--- config.mk ---
export PLATFORM = sky130hd
export DESIGN_NAME = frontend_top
export DESIGN_NICKNAME = d
export VERILOG_FILES = /design/src/common/fetch_pkg.sv /design/src/common/isa_pkg.sv /design/src/rtl/pc_gen.sv /design/src/rtl/branch_predictor.sv /design/src/inst_buffer/fifo_bank.sv /design/src/inst_buffer/inst_buffer.sv /design/src/rtl/frontend_top.sv
export VERILOG_INCLUDE_DIRS = /design/src /design/src/common
export SDC_FILE = /design/constraint.sdc
export NUM_CORES = 1
export LEC_CHECK = 0
export BUFFER_PORTS_ARGS = -buffer_cell sky130_fd_sc_hd__buf_2
export CAP_MARGIN = 20
export CORE_MARGIN = 1.5
export CORE_UTILIZATION = 55
export CTS_CLUSTER_DIAMETER = 150
export DETAILED_ROUTE_END_ITERATION = 12
export PLACE_DENSITY = 0.72
export RECOVER_POWER = 100
export SLEW_MARGIN = 10
export SYNTH_ARGS = -nofsm -noshare
export SYNTH_HDL_FRONTEND = slang
export SYNTH_SLANG_ARGS = --single-unit
--- constraint.sdc ---
create_clock -name clk -period 14.6 [get_ports clk]
set_input_delay 0.73 -clock clk [delete_from_list [all_inputs] [get_ports clk]]
set_output_delay 0.73 -clock clk [all_outputs]
set_load 0.01 [all_outputs]
--- src/common/frontend_settings.svh ---
`ifndef FRONTEND_SETTINGS_SVH
`define FRONTEND_SETTINGS_SVH

//////////////////////////////
// Front end sizing
//////////////////////////////

// Pair rows per buffer bank, also the fetch credit budget
`define IBUF_DEPTH 8

// Bundles the decoder can hold
`define DEC_CREDITS 4

// First fetch address out of reset
`define RESET_PC 32'h0000_0100

`endif

--- src/common/fetch_pkg.sv ---
package fetch_pkg;

    // Request to instruction memory, pc is pair aligned
    // Also used for predictor redirects, where pc may point at slot 1
    typedef struct packed {
        logic        valid;
        logic [31:0] pc;
    } fetch_req_t;

    // Memory answer, one cycle after the request
    typedef struct packed {
        logic [1:0][31:0] inst;
        logic             fault;
    } fetch_rsp_t;

    // Pair after predecode
    typedef struct packed {
        logic             valid;
        logic [31:0]      pc;
        logic [1:0][31:0] inst;
        logic [1:0]       slot_valid;
        logic             fault;
        logic [1:0]       taken;
        logic [31:0]      target;
    } pred_pair_t;

    // Packet handed to the decoder
    typedef struct packed {
        logic             valid;
        logic [31:0]      pc;
        logic [1:0][31:0] inst;
        logic [1:0]       slot_valid;
        logic             fault;
        logic [1:0]       taken;
        logic [31:0]      target;
    } inst_bundle_t;

endpackage

--- src/common/isa_pkg.sv ---
package isa_pkg;

    // Conditional branch major opcode
    localparam logic [5:0] BR_OPCODE = 6'b000100;

    //////////////////////////////
    // Instruction word views
    //////////////////////////////

    // Branch layout, offset counts words
    typedef struct packed {
        logic [5:0]         opcode;
        logic [4:0]         rs;
        logic [4:0]         rt;
        logic signed [15:0] offset;
    } br_fields_t;

    typedef union packed {
        logic [31:0] raw;
        br_fields_t  br;
    } inst_word_u;

endpackage

--- src/rtl/pc_gen.sv ---
`timescale 1ns/1ps
`include "frontend_settings.svh"

module pc_gen (
    input  logic                  clk,
    input  logic                  rst,
    input  logic                  redirect_valid_i,
    input  logic [31:0]           redirect_pc_i,
    input  fetch_pkg::fetch_req_t pred_redirect_i,
    input  logic                  fetch_credit_i,
    input  logic                  cancel_credit_i,
    output fetch_pkg::fetch_req_t imem_req_o
);

    localparam int CREDIT_W = $clog2(`IBUF_DEPTH + 1);

    logic [31:0]         pc_q;
    logic [CREDIT_W-1:0] credits_q;
    logic                issue;

    // No fetch in reset or a redirect cycle, the sequential pc there is stale
    assign issue = !rst && (credits_q != '0) && !redirect_valid_i && !pred_redirect_i.valid;

    assign imem_req_o.valid = issue;
    assign imem_req_o.pc    = pc_q;

    //////////////////////////////
    // Next fetch address
    //////////////////////////////

    always_ff @(posedge clk) begin
        if (rst) begin
            pc_q <= `RESET_PC & ~32'd7;
        end else if (redirect_valid_i) begin
            pc_q <= {redirect_pc_i[31:3], 3'b000};
        end else if (pred_redirect_i.valid) begin
            // Odd word target, fetch its pair base
            pc_q <= {pred_redirect_i.pc[31:3], 3'b000};
        end else if (issue) begin
            pc_q <= pc_q + 32'd8;
        end
    end

    //////////////////////////////
    // Fetch credits
    //////////////////////////////

    // Up to two returns per cycle, one spend per request
    always_ff @(posedge clk) begin
        if (rst || redirect_valid_i) begin
            credits_q <= CREDIT_W'(`IBUF_DEPTH);
        end else begin
            credits_q <= credits_q + CREDIT_W'(fetch_credit_i)
                       + CREDIT_W'(cancel_credit_i) - CREDIT_W'(issue);
        end
    end

endmodule

--- src/rtl/branch_predictor.sv ---
`timescale 1ns/1ps

module branch_predictor (
    input  logic                  clk,
    input  logic                  rst,
    input  logic                  flush_i,
    input  fetch_pkg::fetch_req_t req_i,
    input  fetch_pkg::fetch_rsp_t rsp_i,
    output fetch_pkg::pred_pair_t pair_o,
    output fetch_pkg::fetch_req_t pred_redirect_o,
    output logic                  cancel_credit_o
);

    import fetch_pkg::*;
    import isa_pkg::*;

    logic             req_valid_q;
    logic [31:0]      req_pc_q;
    logic             pair_valid_q;
    logic [31:0]      pair_pc_q;
    fetch_rsp_t       pair_rsp_q;
    logic             cancel_q;
    logic             entry_hi_q;
    inst_word_u [1:0] word;
    logic [1:0]       bwd_branch;
    logic [1:0]       slot_valid;
    logic [1:0]       taken;
    logic             live;
    logic [31:0]      br_pc;
    logic [31:0]      br_disp;
    logic [31:0]      target;

    // Control state, all of it dies on a backend flush
    always_ff @(posedge clk) begin
        if (rst || flush_i) begin
            req_valid_q  <= 1'b0;
            pair_valid_q <= 1'b0;
            cancel_q     <= 1'b0;
            entry_hi_q   <= 1'b0;
        end else begin
            req_valid_q  <= req_i.valid;
            pair_valid_q <= req_valid_q;
            // The pair right behind a taken branch is wrong path
            cancel_q     <= pred_redirect_o.valid;
            if (pred_redirect_o.valid) begin
                entry_hi_q <= target[2];
            end else if (live) begin
                entry_hi_q <= 1'b0;
            end
        end
    end

    always_ff @(posedge clk) begin
        req_pc_q   <= req_i.pc;
        pair_pc_q  <= req_pc_q;
        pair_rsp_q <= rsp_i;
    end

    //////////////////////////////
    // Static BTFN prediction
    //////////////////////////////

    always_comb begin
        for (int i = 0; i < 2; i++) begin
            word[i].raw   = pair_rsp_q.inst[i];
            bwd_branch[i] = (word[i].br.opcode == BR_OPCODE) && (word[i].br.offset < 16'sd0);
        end
        live          = pair_valid_q && !cancel_q;
        // Entry at slot 1 of a target pair skips slot 0
        slot_valid[0] = !entry_hi_q;
        taken[0]      = slot_valid[0] && bwd_branch[0];
        slot_valid[1] = !taken[0];
        taken[1]      = slot_valid[1] && bwd_branch[1];
        br_pc         = taken[0] ? pair_pc_q : pair_pc_q + 32'd4;
        br_disp       = taken[0] ? {{14{word[0].br.offset[15]}}, word[0].br.offset, 2'b00}
                                 : {{14{word[1].br.offset[15]}}, word[1].br.offset, 2'b00};
        target        = br_pc + br_disp;
    end

    always_comb begin
        pair_o.valid      = live;
        pair_o.pc         = pair_pc_q;
        pair_o.inst[0]    = word[0].raw;
        pair_o.inst[1]    = word[1].raw;
        pair_o.slot_valid = slot_valid;
        pair_o.fault      = pair_rsp_q.fault;
        pair_o.taken      = taken;
        pair_o.target     = target;
    end

    assign pred_redirect_o.valid = live && (taken != 2'b00);
    assign pred_redirect_o.pc    = target;
    assign cancel_credit_o       = pair_valid_q && cancel_q;

endmodule

--- src/inst_buffer/fifo_bank.sv ---
`timescale 1ns/1ps

module fifo_bank #(
    parameter int DEPTH = 8,
    parameter int WIDTH = 32
) (
    input  logic             clk,
    input  logic             rst,
    input  logic             flush_i,
    input  logic             push_i,
    input  logic [WIDTH-1:0] push_data_i,
    input  logic             pop_i,
    output logic [WIDTH-1:0] pop_data_o,
    output logic             empty_o
);

    localparam int AW = $clog2(DEPTH);

    logic [WIDTH-1:0] mem [DEPTH];
    logic [AW-1:0]    wr_ptr_q;
    logic [AW-1:0]    rd_ptr_q;
    logic [AW:0]      count_q;

    // Storage
    always_ff @(posedge clk) begin
        if (push_i) begin
            mem[wr_ptr_q] <= push_data_i;
        end
    end

    // Pointers and occupancy, flush empties in one cycle
    always_ff @(posedge clk) begin
        if (rst || flush_i) begin
            wr_ptr_q <= '0;
            rd_ptr_q <= '0;
            count_q  <= '0;
        end else begin
            if (push_i) begin
                wr_ptr_q <= (wr_ptr_q == AW'(DEPTH - 1)) ? '0 : wr_ptr_q + 1'b1;
            end
            if (pop_i) begin
                rd_ptr_q <= (rd_ptr_q == AW'(DEPTH - 1)) ? '0 : rd_ptr_q + 1'b1;
            end
            count_q <= count_q + (AW + 1)'(push_i) - (AW + 1)'(pop_i);
        end
    end

    assign pop_data_o = mem[rd_ptr_q];
    assign empty_o    = (count_q == '0);

endmodule

--- src/inst_buffer/inst_buffer.sv ---
`timescale 1ns/1ps
`include "frontend_settings.svh"

module inst_buffer (
    input  logic                    clk,
    input  logic                    rst,
    input  logic                    flush_i,
    input  fetch_pkg::pred_pair_t   pair_i,
    input  logic                    dec_credit_i,
    output fetch_pkg::inst_bundle_t bundle_o,
    output logic                    fetch_credit_o
);

    import fetch_pkg::*;

    localparam int DEC_W = $clog2(`DEC_CREDITS + 1);

    // Slot 0 row carries the fields shared by the pair
    typedef struct packed {
        logic [31:0] pc;
        logic [31:0] inst;
        logic        valid;
        logic        taken;
        logic        fault;
        logic [31:0] target;
    } slot0_row_t;

    typedef struct packed {
        logic [31:0] inst;
        logic        valid;
        logic        taken;
    } slot1_row_t;

    slot0_row_t       row0_in;
    slot0_row_t       row0_out;
    slot1_row_t       row1_in;
    slot1_row_t       row1_out;
    logic [1:0]       empty;
    logic             pop;
    logic [DEC_W-1:0] dec_credits_q;
    inst_bundle_t     bundle_d;
    inst_bundle_t     bundle_q;
    logic             bundle_valid_q;

    //////////////////////////////
    // Split pair into two rows
    //////////////////////////////

    always_comb begin
        row0_in.pc     = pair_i.pc;
        row0_in.inst   = pair_i.inst[0];
        row0_in.valid  = pair_i.slot_valid[0];
        row0_in.taken  = pair_i.taken[0];
        row0_in.fault  = pair_i.fault;
        row0_in.target = pair_i.target;
        row1_in.inst   = pair_i.inst[1];
        row1_in.valid  = pair_i.slot_valid[1];
        row1_in.taken  = pair_i.taken[1];
    end

    fifo_bank #(
        .DEPTH (`IBUF_DEPTH),
        .WIDTH ($bits(slot0_row_t))
    ) u_bank0 (
        .clk         (clk),
        .rst         (rst),
        .flush_i     (flush_i),
        .push_i      (pair_i.valid),
        .push_data_i (row0_in),
        .pop_i       (pop),
        .pop_data_o  (row0_out),
        .empty_o     (empty[0])
    );

    fifo_bank #(
        .DEPTH (`IBUF_DEPTH),
        .WIDTH ($bits(slot1_row_t))
    ) u_bank1 (
        .clk         (clk),
        .rst         (rst),
        .flush_i     (flush_i),
        .push_i      (pair_i.valid),
        .push_data_i (row1_in),
        .pop_i       (pop),
        .pop_data_o  (row1_out),
        .empty_o     (empty[1])
    );

    //////////////////////////////
    // Pop and decode credits
    //////////////////////////////

    // Banks move in lockstep, pop only with a credit in hand
    assign pop            = (empty == 2'b00) && (dec_credits_q != '0) && !flush_i;
    assign fetch_credit_o = pop;

    // Decoder still owns its credits across a flush
    always_ff @(posedge clk) begin
        if (rst) begin
            dec_credits_q <= DEC_W'(`DEC_CREDITS);
        end else begin
            dec_credits_q <= dec_credits_q + DEC_W'(dec_credit_i) - DEC_W'(pop);
        end
    end

    always_comb begin
        bundle_d.valid         = 1'b1;
        bundle_d.pc            = row0_out.pc;
        bundle_d.inst[0]       = row0_out.inst;
        bundle_d.inst[1]       = row1_out.inst;
        bundle_d.slot_valid[0] = row0_out.valid;
        bundle_d.slot_valid[1] = row1_out.valid;
        bundle_d.fault         = row0_out.fault;
        bundle_d.taken[0]      = row0_out.taken;
        bundle_d.taken[1]      = row1_out.taken;
        bundle_d.target        = row0_out.target;
    end

    always_ff @(posedge clk) begin
        if (rst || flush_i) begin
            bundle_valid_q <= 1'b0;
        end else begin
            bundle_valid_q <= pop;
        end
    end

    always_ff @(posedge clk) begin
        if (pop) begin
            bundle_q <= bundle_d;
        end
    end

    always_comb begin
        bundle_o       = bundle_q;
        bundle_o.valid = bundle_valid_q;
    end

endmodule

--- src/rtl/frontend_top.sv ---
`timescale 1ns/1ps

module frontend_top (
    input  logic                    clk,
    input  logic                    rst,
    input  fetch_pkg::fetch_rsp_t   imem_rsp_i,
    input  logic                    redirect_valid_i,
    input  logic [31:0]             redirect_pc_i,
    input  logic                    dec_credit_i,
    output fetch_pkg::fetch_req_t   imem_req_o,
    output fetch_pkg::inst_bundle_t bundle_o
);

    import fetch_pkg::*;

    fetch_req_t pred_redirect;
    pred_pair_t pair;
    logic       fetch_credit;
    logic       cancel_credit;

    //////////////////////////////
    // Fetch, predecode, buffer
    //////////////////////////////

    pc_gen u_pc_gen (
        .clk              (clk),
        .rst              (rst),
        .redirect_valid_i (redirect_valid_i),
        .redirect_pc_i    (redirect_pc_i),
        .pred_redirect_i  (pred_redirect),
        .fetch_credit_i   (fetch_credit),
        .cancel_credit_i  (cancel_credit),
        .imem_req_o       (imem_req_o)
    );

    // Backend redirect doubles as flush for both later stages
    branch_predictor u_branch_predictor (
        .clk             (clk),
        .rst             (rst),
        .flush_i         (redirect_valid_i),
        .req_i           (imem_req_o),
        .rsp_i           (imem_rsp_i),
        .pair_o          (pair),
        .pred_redirect_o (pred_redirect),
        .cancel_credit_o (cancel_credit)
    );

    inst_buffer u_inst_buffer (
        .clk            (clk),
        .rst            (rst),
        .flush_i        (redirect_valid_i),
        .pair_i         (pair),
        .dec_credit_i   (dec_credit_i),
        .bundle_o       (bundle_o),
        .fetch_credit_o (fetch_credit)
    );

endmodule

Word-level counts from Yosys, hierarchy flattened
Memories as Yosys holds them, arrays and structs flattened. A register that Yosys moved wholly into a read port is not among the register bits. Cells that the tools add are included.

Div/mod/pow operators: 0. Bitwise operators: 0. Magnitude comparators: 2. Reduce and logical (&&, ||, !) cells: 28. Muxes and demuxes: 13. Shift-type cells: 0. Add/sub/neg operators: 16. Equality and inequality tests: 6. Multipliers: 0.

Operators by type and width (count): $mux W32 (5); $add A32 B3 Y32 const B (1); $add A32 B32 Y32 (1); $add A32 B4 Y32 const B (1); $lt A16 B1 Y1 const B (2); $add A4 B1 Y4 (4); $add A3 B1 Y3 const B (4); $eq A3 B3 Y1 const B (4); $eq A6 B3 Y1 const B (2); $logic_and A1 B1 Y1 (12); $mux W3 (4); $sub A4 B1 Y4 (3); $logic_not A4 Y1 (2); $logic_not A1 Y1 (6); $reduce_bool A3 Y1 (2); $mux W1 (4); $reduce_bool A2 Y1 (2); $reduce_bool A4 Y1 (1); $add A3 B1 Y3 (1); $reduce_or A3 Y1 (1); $sub A3 B1 Y3 (1); $logic_not A2 Y1 (1); $logic_or A1 B1 Y1 (1).

Bits in read-only memories: 0. Bits in writable memories: 1064. Input port bits: 101. Bits in latches: 0. Register bits after elaboration: 193. Memories: 2. Output and inout port bits: 167.

Memories: u_inst_buffer.u_bank0.mem (depth 8, bits a word 99, read ports 1, clocked after Yosys merged registers in 1, wr ports 1, line fifo_bank.sv:19) `logic [WIDTH-1:0] mem [DEPTH];`; u_inst_buffer.u_bank1.mem (depth 8, bits a word 34, read ports 1, clocked after Yosys merged registers in 1, wr ports 1, line fifo_bank.sv:19).

Longest topological paths before layout
Depth after elaboration: 12. Mapped depth: 17.

Modules after synthesis
A second synthesis with hierarchy kept.

Cell total of the unflattened synthesis: 2648. Area, all modules: 53473.8 um^2.

Modules (own cells, without submodules): fifo_bank (u_inst_buffer.u_bank0) (area each 30354.1 um^2, instances 1, cells each 1216); fifo_bank (u_inst_buffer.u_bank1) (area each 10959.3 um^2, instances 1, cells each 466); branch_predictor (area each 5625.4 um^2, instances 1, cells each 519); inst_buffer (area each 4199.0 um^2, instances 1, cells each 152); pc_gen (area each 2336.0 um^2, instances 1, cells each 295).

Least setup slack after synthesis
No wires, ideal clock.

Path type: input port to flip-flop. Start point: in redirect_valid_i. End point: reg u_pc_gen.credits_q[2]. Setup time: 128 ps. Stages on the path: 7. Arrival time: 12165 ps. Slack: 2307 ps. Cell sequence: clkbuf_1 > nor4_2 > clkinv_1 > fa_1 > fa_1 > xor2_1 > nor2_1.

Cells in the longest elaborated chain, start to end: 5.

RTL lines: start: declaration (line frontend_top.sv:7) `input logic redirect_valid_i,`; $logic_not A1 Y1 (line inst_buffer.sv:94) `assign pop = (empty == 2'b00) && (dec_credits_q != '0) && !flush_i;`; $logic_and A1 B1 Y1 (line inst_buffer.sv:94); via fetch_credit (line frontend_top.sv:18) `logic fetch_credit;`; $add A4 B1 Y4 (line pc_gen.sv:53) `credits_q <= credits_q + CREDIT_W'(fetch_credit_i)`; $add A4 B1 Y4 (line pc_gen.sv:54) `+ CREDIT_W'(cancel_credit_i) - CREDIT_W'(issue);`; $sub A4 B1 Y4 (line pc_gen.sv:54); end signal: assignment (line pc_gen.sv:51) `` credits_q <= CREDIT_W'(`IBUF_DEPTH); ``; end signal: assignment (line pc_gen.sv:53); end: declaration (line pc_gen.sv:18) `logic [CREDIT_W-1:0] credits_q;`.

The timed path passes the listed nets, and every way through them passes these cells. A chain may end at the register's enable or synchronous reset.

==> flow_metrics.py <==
metrics = {
    "run_status": {
        "status": "complete, but fails checks",
        "violations": "capacitance limit, slew limit",
    },
    "logic_synthesis": {
        "yosys_register_bits": 1336,
        "syn-cell-area_mm2": 0.0503,
        "ys_seq_area_frac": 0.760,
        "synth_edf_count": 1152,
        "ys.flop_type": "edfxtp_1",
        "muxShareOfSynthArea": 0.144,
        "async_reset_ff_frac": 0,
        "syn_inst": 2505,
        "synth_top_family_by_area": "multiplexers",
        "yosys_warnings": 0,
        "synth-xor-area-share": 0.00992,
        "synth-compound-area-share": 0.0274,
        "synth_simple_gate_area_frac": 0.0294,
        "ys_top_cells_by_area": "edfxtp_1 (69%), mux4_2 (11%), dfxtp_1 (7.3%), mux2_2 (2.9%), ha_1 (1.3%)",
        "synth_cell_type_count": 83,
        "synthAdderAreaFrac": 0.0156,
        "synth_top_area_share": 0.687,
        "syn_avg_cell_area_um2": 20.1,
        "yosys.area.top_type": "edfxtp_1",
    },
    "timing": {
        "tns_ns": 0,
        "period_minus_slack_ns": 8.34,
        "timing_hold_violations_final": 0,
        "max_clock_freq_ghz": 0.120,
        "whs_ns": 0.0988,
        "worst_pin_slew_ns": 4.43,
        "slew_viol_final": 1500,
        "fin_ws_ns": 6.26,
        "setup_violations": 0,
        "fin_worst_skew_ns": 0.0273,
        "slew_headroom": -1.95,
        "finalCritPeriodShare": 0.571,
        "rsz0062_at_grt": "no",
    },
    "cts": {
        "cts-resized-gates": 0,
        "hold_buffers": 0,
        "clkLatencyLatePin_ns": 0.73,
        "cts.sinks": 1336,
        "cts_htree_levels": 4,
        "post_cts.repair.setup_buffers": 0,
        "cts_buffer_depth": 3,
        "cts_buffers": 136,
        "cts_tree": "done",
        "root_buffer": "clkbuf_16",
        "clk_pin_slew_ns": 0.06,
    },
    "worst_setup_path": {
        "worstPathMaxFanout": 26,
        "cp.arrival_ns": 8.74,
        "worstPathRequired_ns": 15.01,
        "r2r-start": "u_branch_predictor.pair_o[52]$_DFF_P_",
        "critPathKind": "reg2reg",
        "startpoint": "u_branch_predictor.pair_o[52]$_DFF_P_",
        "endpoint_kind": "flip-flop",
        "start_kind": "flip-flop",
    },
    "grt": {
        "grt_pass1_wl_um": 163000,
        "grt_max_degree": 79,
        "grt_pass1_vias": 26100,
        "antenna_found_initial": 1,
        "gr-total-overflow": 0,
        "gr-usage-all-layers": 0.238,
    },
    "floorplan": {
        "rows": 110,
        "die_h_um": 306,
        "core_area_mm2": 0.0903,
        "die_w_um": 306,
        "start_util": 0.558,
        "dieArea_mm2": 0.0934,
        "ios": 268,
    },
    "layout": {
        "syn_to_final_growth_pct": 13.6,
        "n_fill_cell": 6168,
        "final_common_cell": "edfxtp_1",
        "layoutNonFillerInstCount": 4131,
        "post-route-util": 0.634,
        "final_cell_mix": "edfxtp_1 (1152), clkbuf_1 (266), mux4_2 (256), dfxtp_1 (180), clkbuf_16 (138)",
        "postLayoutCellArea_mm2": 0.0572,
        "drive_above_1_share": 0.221,
        "nets": 2998,
    },
    "hold_path": {
        "min-delay-start": "imem_rsp_i[26]",
        "hp-class": "in2reg",
    },
    "detailed_routing": {
        "drt_iter0_drc": 2212,
        "via_count": 24800,
        "drtAntennaViolNets": 0,
        "drc": 0,
        "routed_wl_um": 109000,
        "first_pass_iters": 5,
        "avgViaCountPerCell": 6.00,
        "wl_per_cell_um": 26.5,
    },
    "placement": {
        "port_buffers": 256,
        "dp_hpwl_um": 63000,
        "gp_congestion": 0.864,
        "dp_slack_ns": 9.27,
        "place_area_mm2": 0.0531,
        "dpl.cell_count": 3875,
    },
    "run": {
        "drv_cap": 40,
    },
    "pwr": {
        "ir_drop_v": 0.000135,
        "power.density_mw_per_mm2": 141,
        "p_leak_nw": 18.4,
        "p_total_mw": 8.06,
    },
}
[routing by layer]
metal | GRT usage | routed length (µm)
met3 | 0.0383 | 6250
met4 | 0.0953 | 3800
met1 | 0.316 | 44200
met2 | 0.397 | 55100
met5 | 0 | 0
[worst max-delay path: stages (launching register included)]
cell and delay, ns:
dfxtp_1 0.49, nor4b_1 0.77, and2_0 0.22, clkbuf_1 0.94, clkinvlp_2 1.37, nand2_1 0.50, nand2_1 0.20, fa_1 0.44
a21o_1 0.21, a221oi_1 0.58, nor3_2 0.11, o21ai_0 0.64, o21ai_0 0.35, a221o_1 0.50, a31oi_1 0.24, xnor2_1 0.41
[registers in the layout (all words and copies together) (netlist names), 4 cells and up]
signal,cells
u_inst_buffer.u_bank1.count_q,4
u_branch_predictor.req_pc_q,29
u_pc_gen.credits_q,4
u_inst_buffer.bundle_o,128
u_inst_buffer.u_bank1.mem,272
u_branch_predictor.pair_pc_q,29
u_pc_gen.pc_q,29
u_inst_buffer.u_bank0.mem,752
u_branch_predictor.pair_o,65
u_inst_buffer.u_bank0.count_q,4
[cell type report]
cell class	instances	area (µm²)	area share
sequential	1336	38300	0.669
clock inverter	68	873	0.0153
clock buffer	186	3720	0.0651
multi-input combinational	1018	11400	0.200
tap	1176	1470	0.0257
timing repair buffer	306	1280	0.0225
inverter	40	151	0.00265
antenna	1	2.50	0.0000437
[kinds of logic after synthesis]
kind of cell | after synthesis
mux | 390
other cells | 1
buf+inv | 158
simple gates | 305
xor+xnor | 57
flops | 1336
compound gates | 199
fa+ha+maj | 59
[cells in the mapped netlist, types with 6 or more instances]
cell      count
a211oi_1     19
a21o_1       26
a21oi_1      54
a31oi_1       7
and2_1        9
and3_1       14
buf_1        27
buf_2        10
buf_4        11
clkbuf_1     70
dfxtp_1     184
edfxtp_1   1152
fa_1          6
ha_1         53
inv_1        35
mux2_2      128
mux4_2      256
nand2_1      95
nand2b_1      6
nand3_1      18
nand4_1      11
nor2_1       77
nor3_1       32
nor4_1        6
o211ai_1      7
o21a_1        6
o21ai_0      20
o21ai_1       8
o221ai_1      7
or3_1         7
xnor2_1      33
xor2_1       24
[worst paths after layout]
path	to	slack, ns	cells after the start
worst max register to register	u_inst_buffer.u_bank0.mem[1][28]$_DFFE_PP_	6.26	15
worst min register to register	u_branch_predictor.pair_pc_q[13]$_DFF_P_	0.32	0
worst max-delay path	u_inst_buffer.u_bank0.mem[1][28]$_DFFE_PP_	6.26	15
worst min-delay path	u_branch_predictor.pair_o[62]$_DFF_P_	0.1	1
[report_power, final]
group / switching [mW] / internal (mW) / leakage [nW]
Sequential: 0.0592 / 4.23 / 12.0
Clock: 1.43 / 2.09 / 2.23
Combinational: 0.173 / 0.0813 / 4.20
Total: 1.66 / 6.40 / 18.4
(Power assumes the default switching activity.)
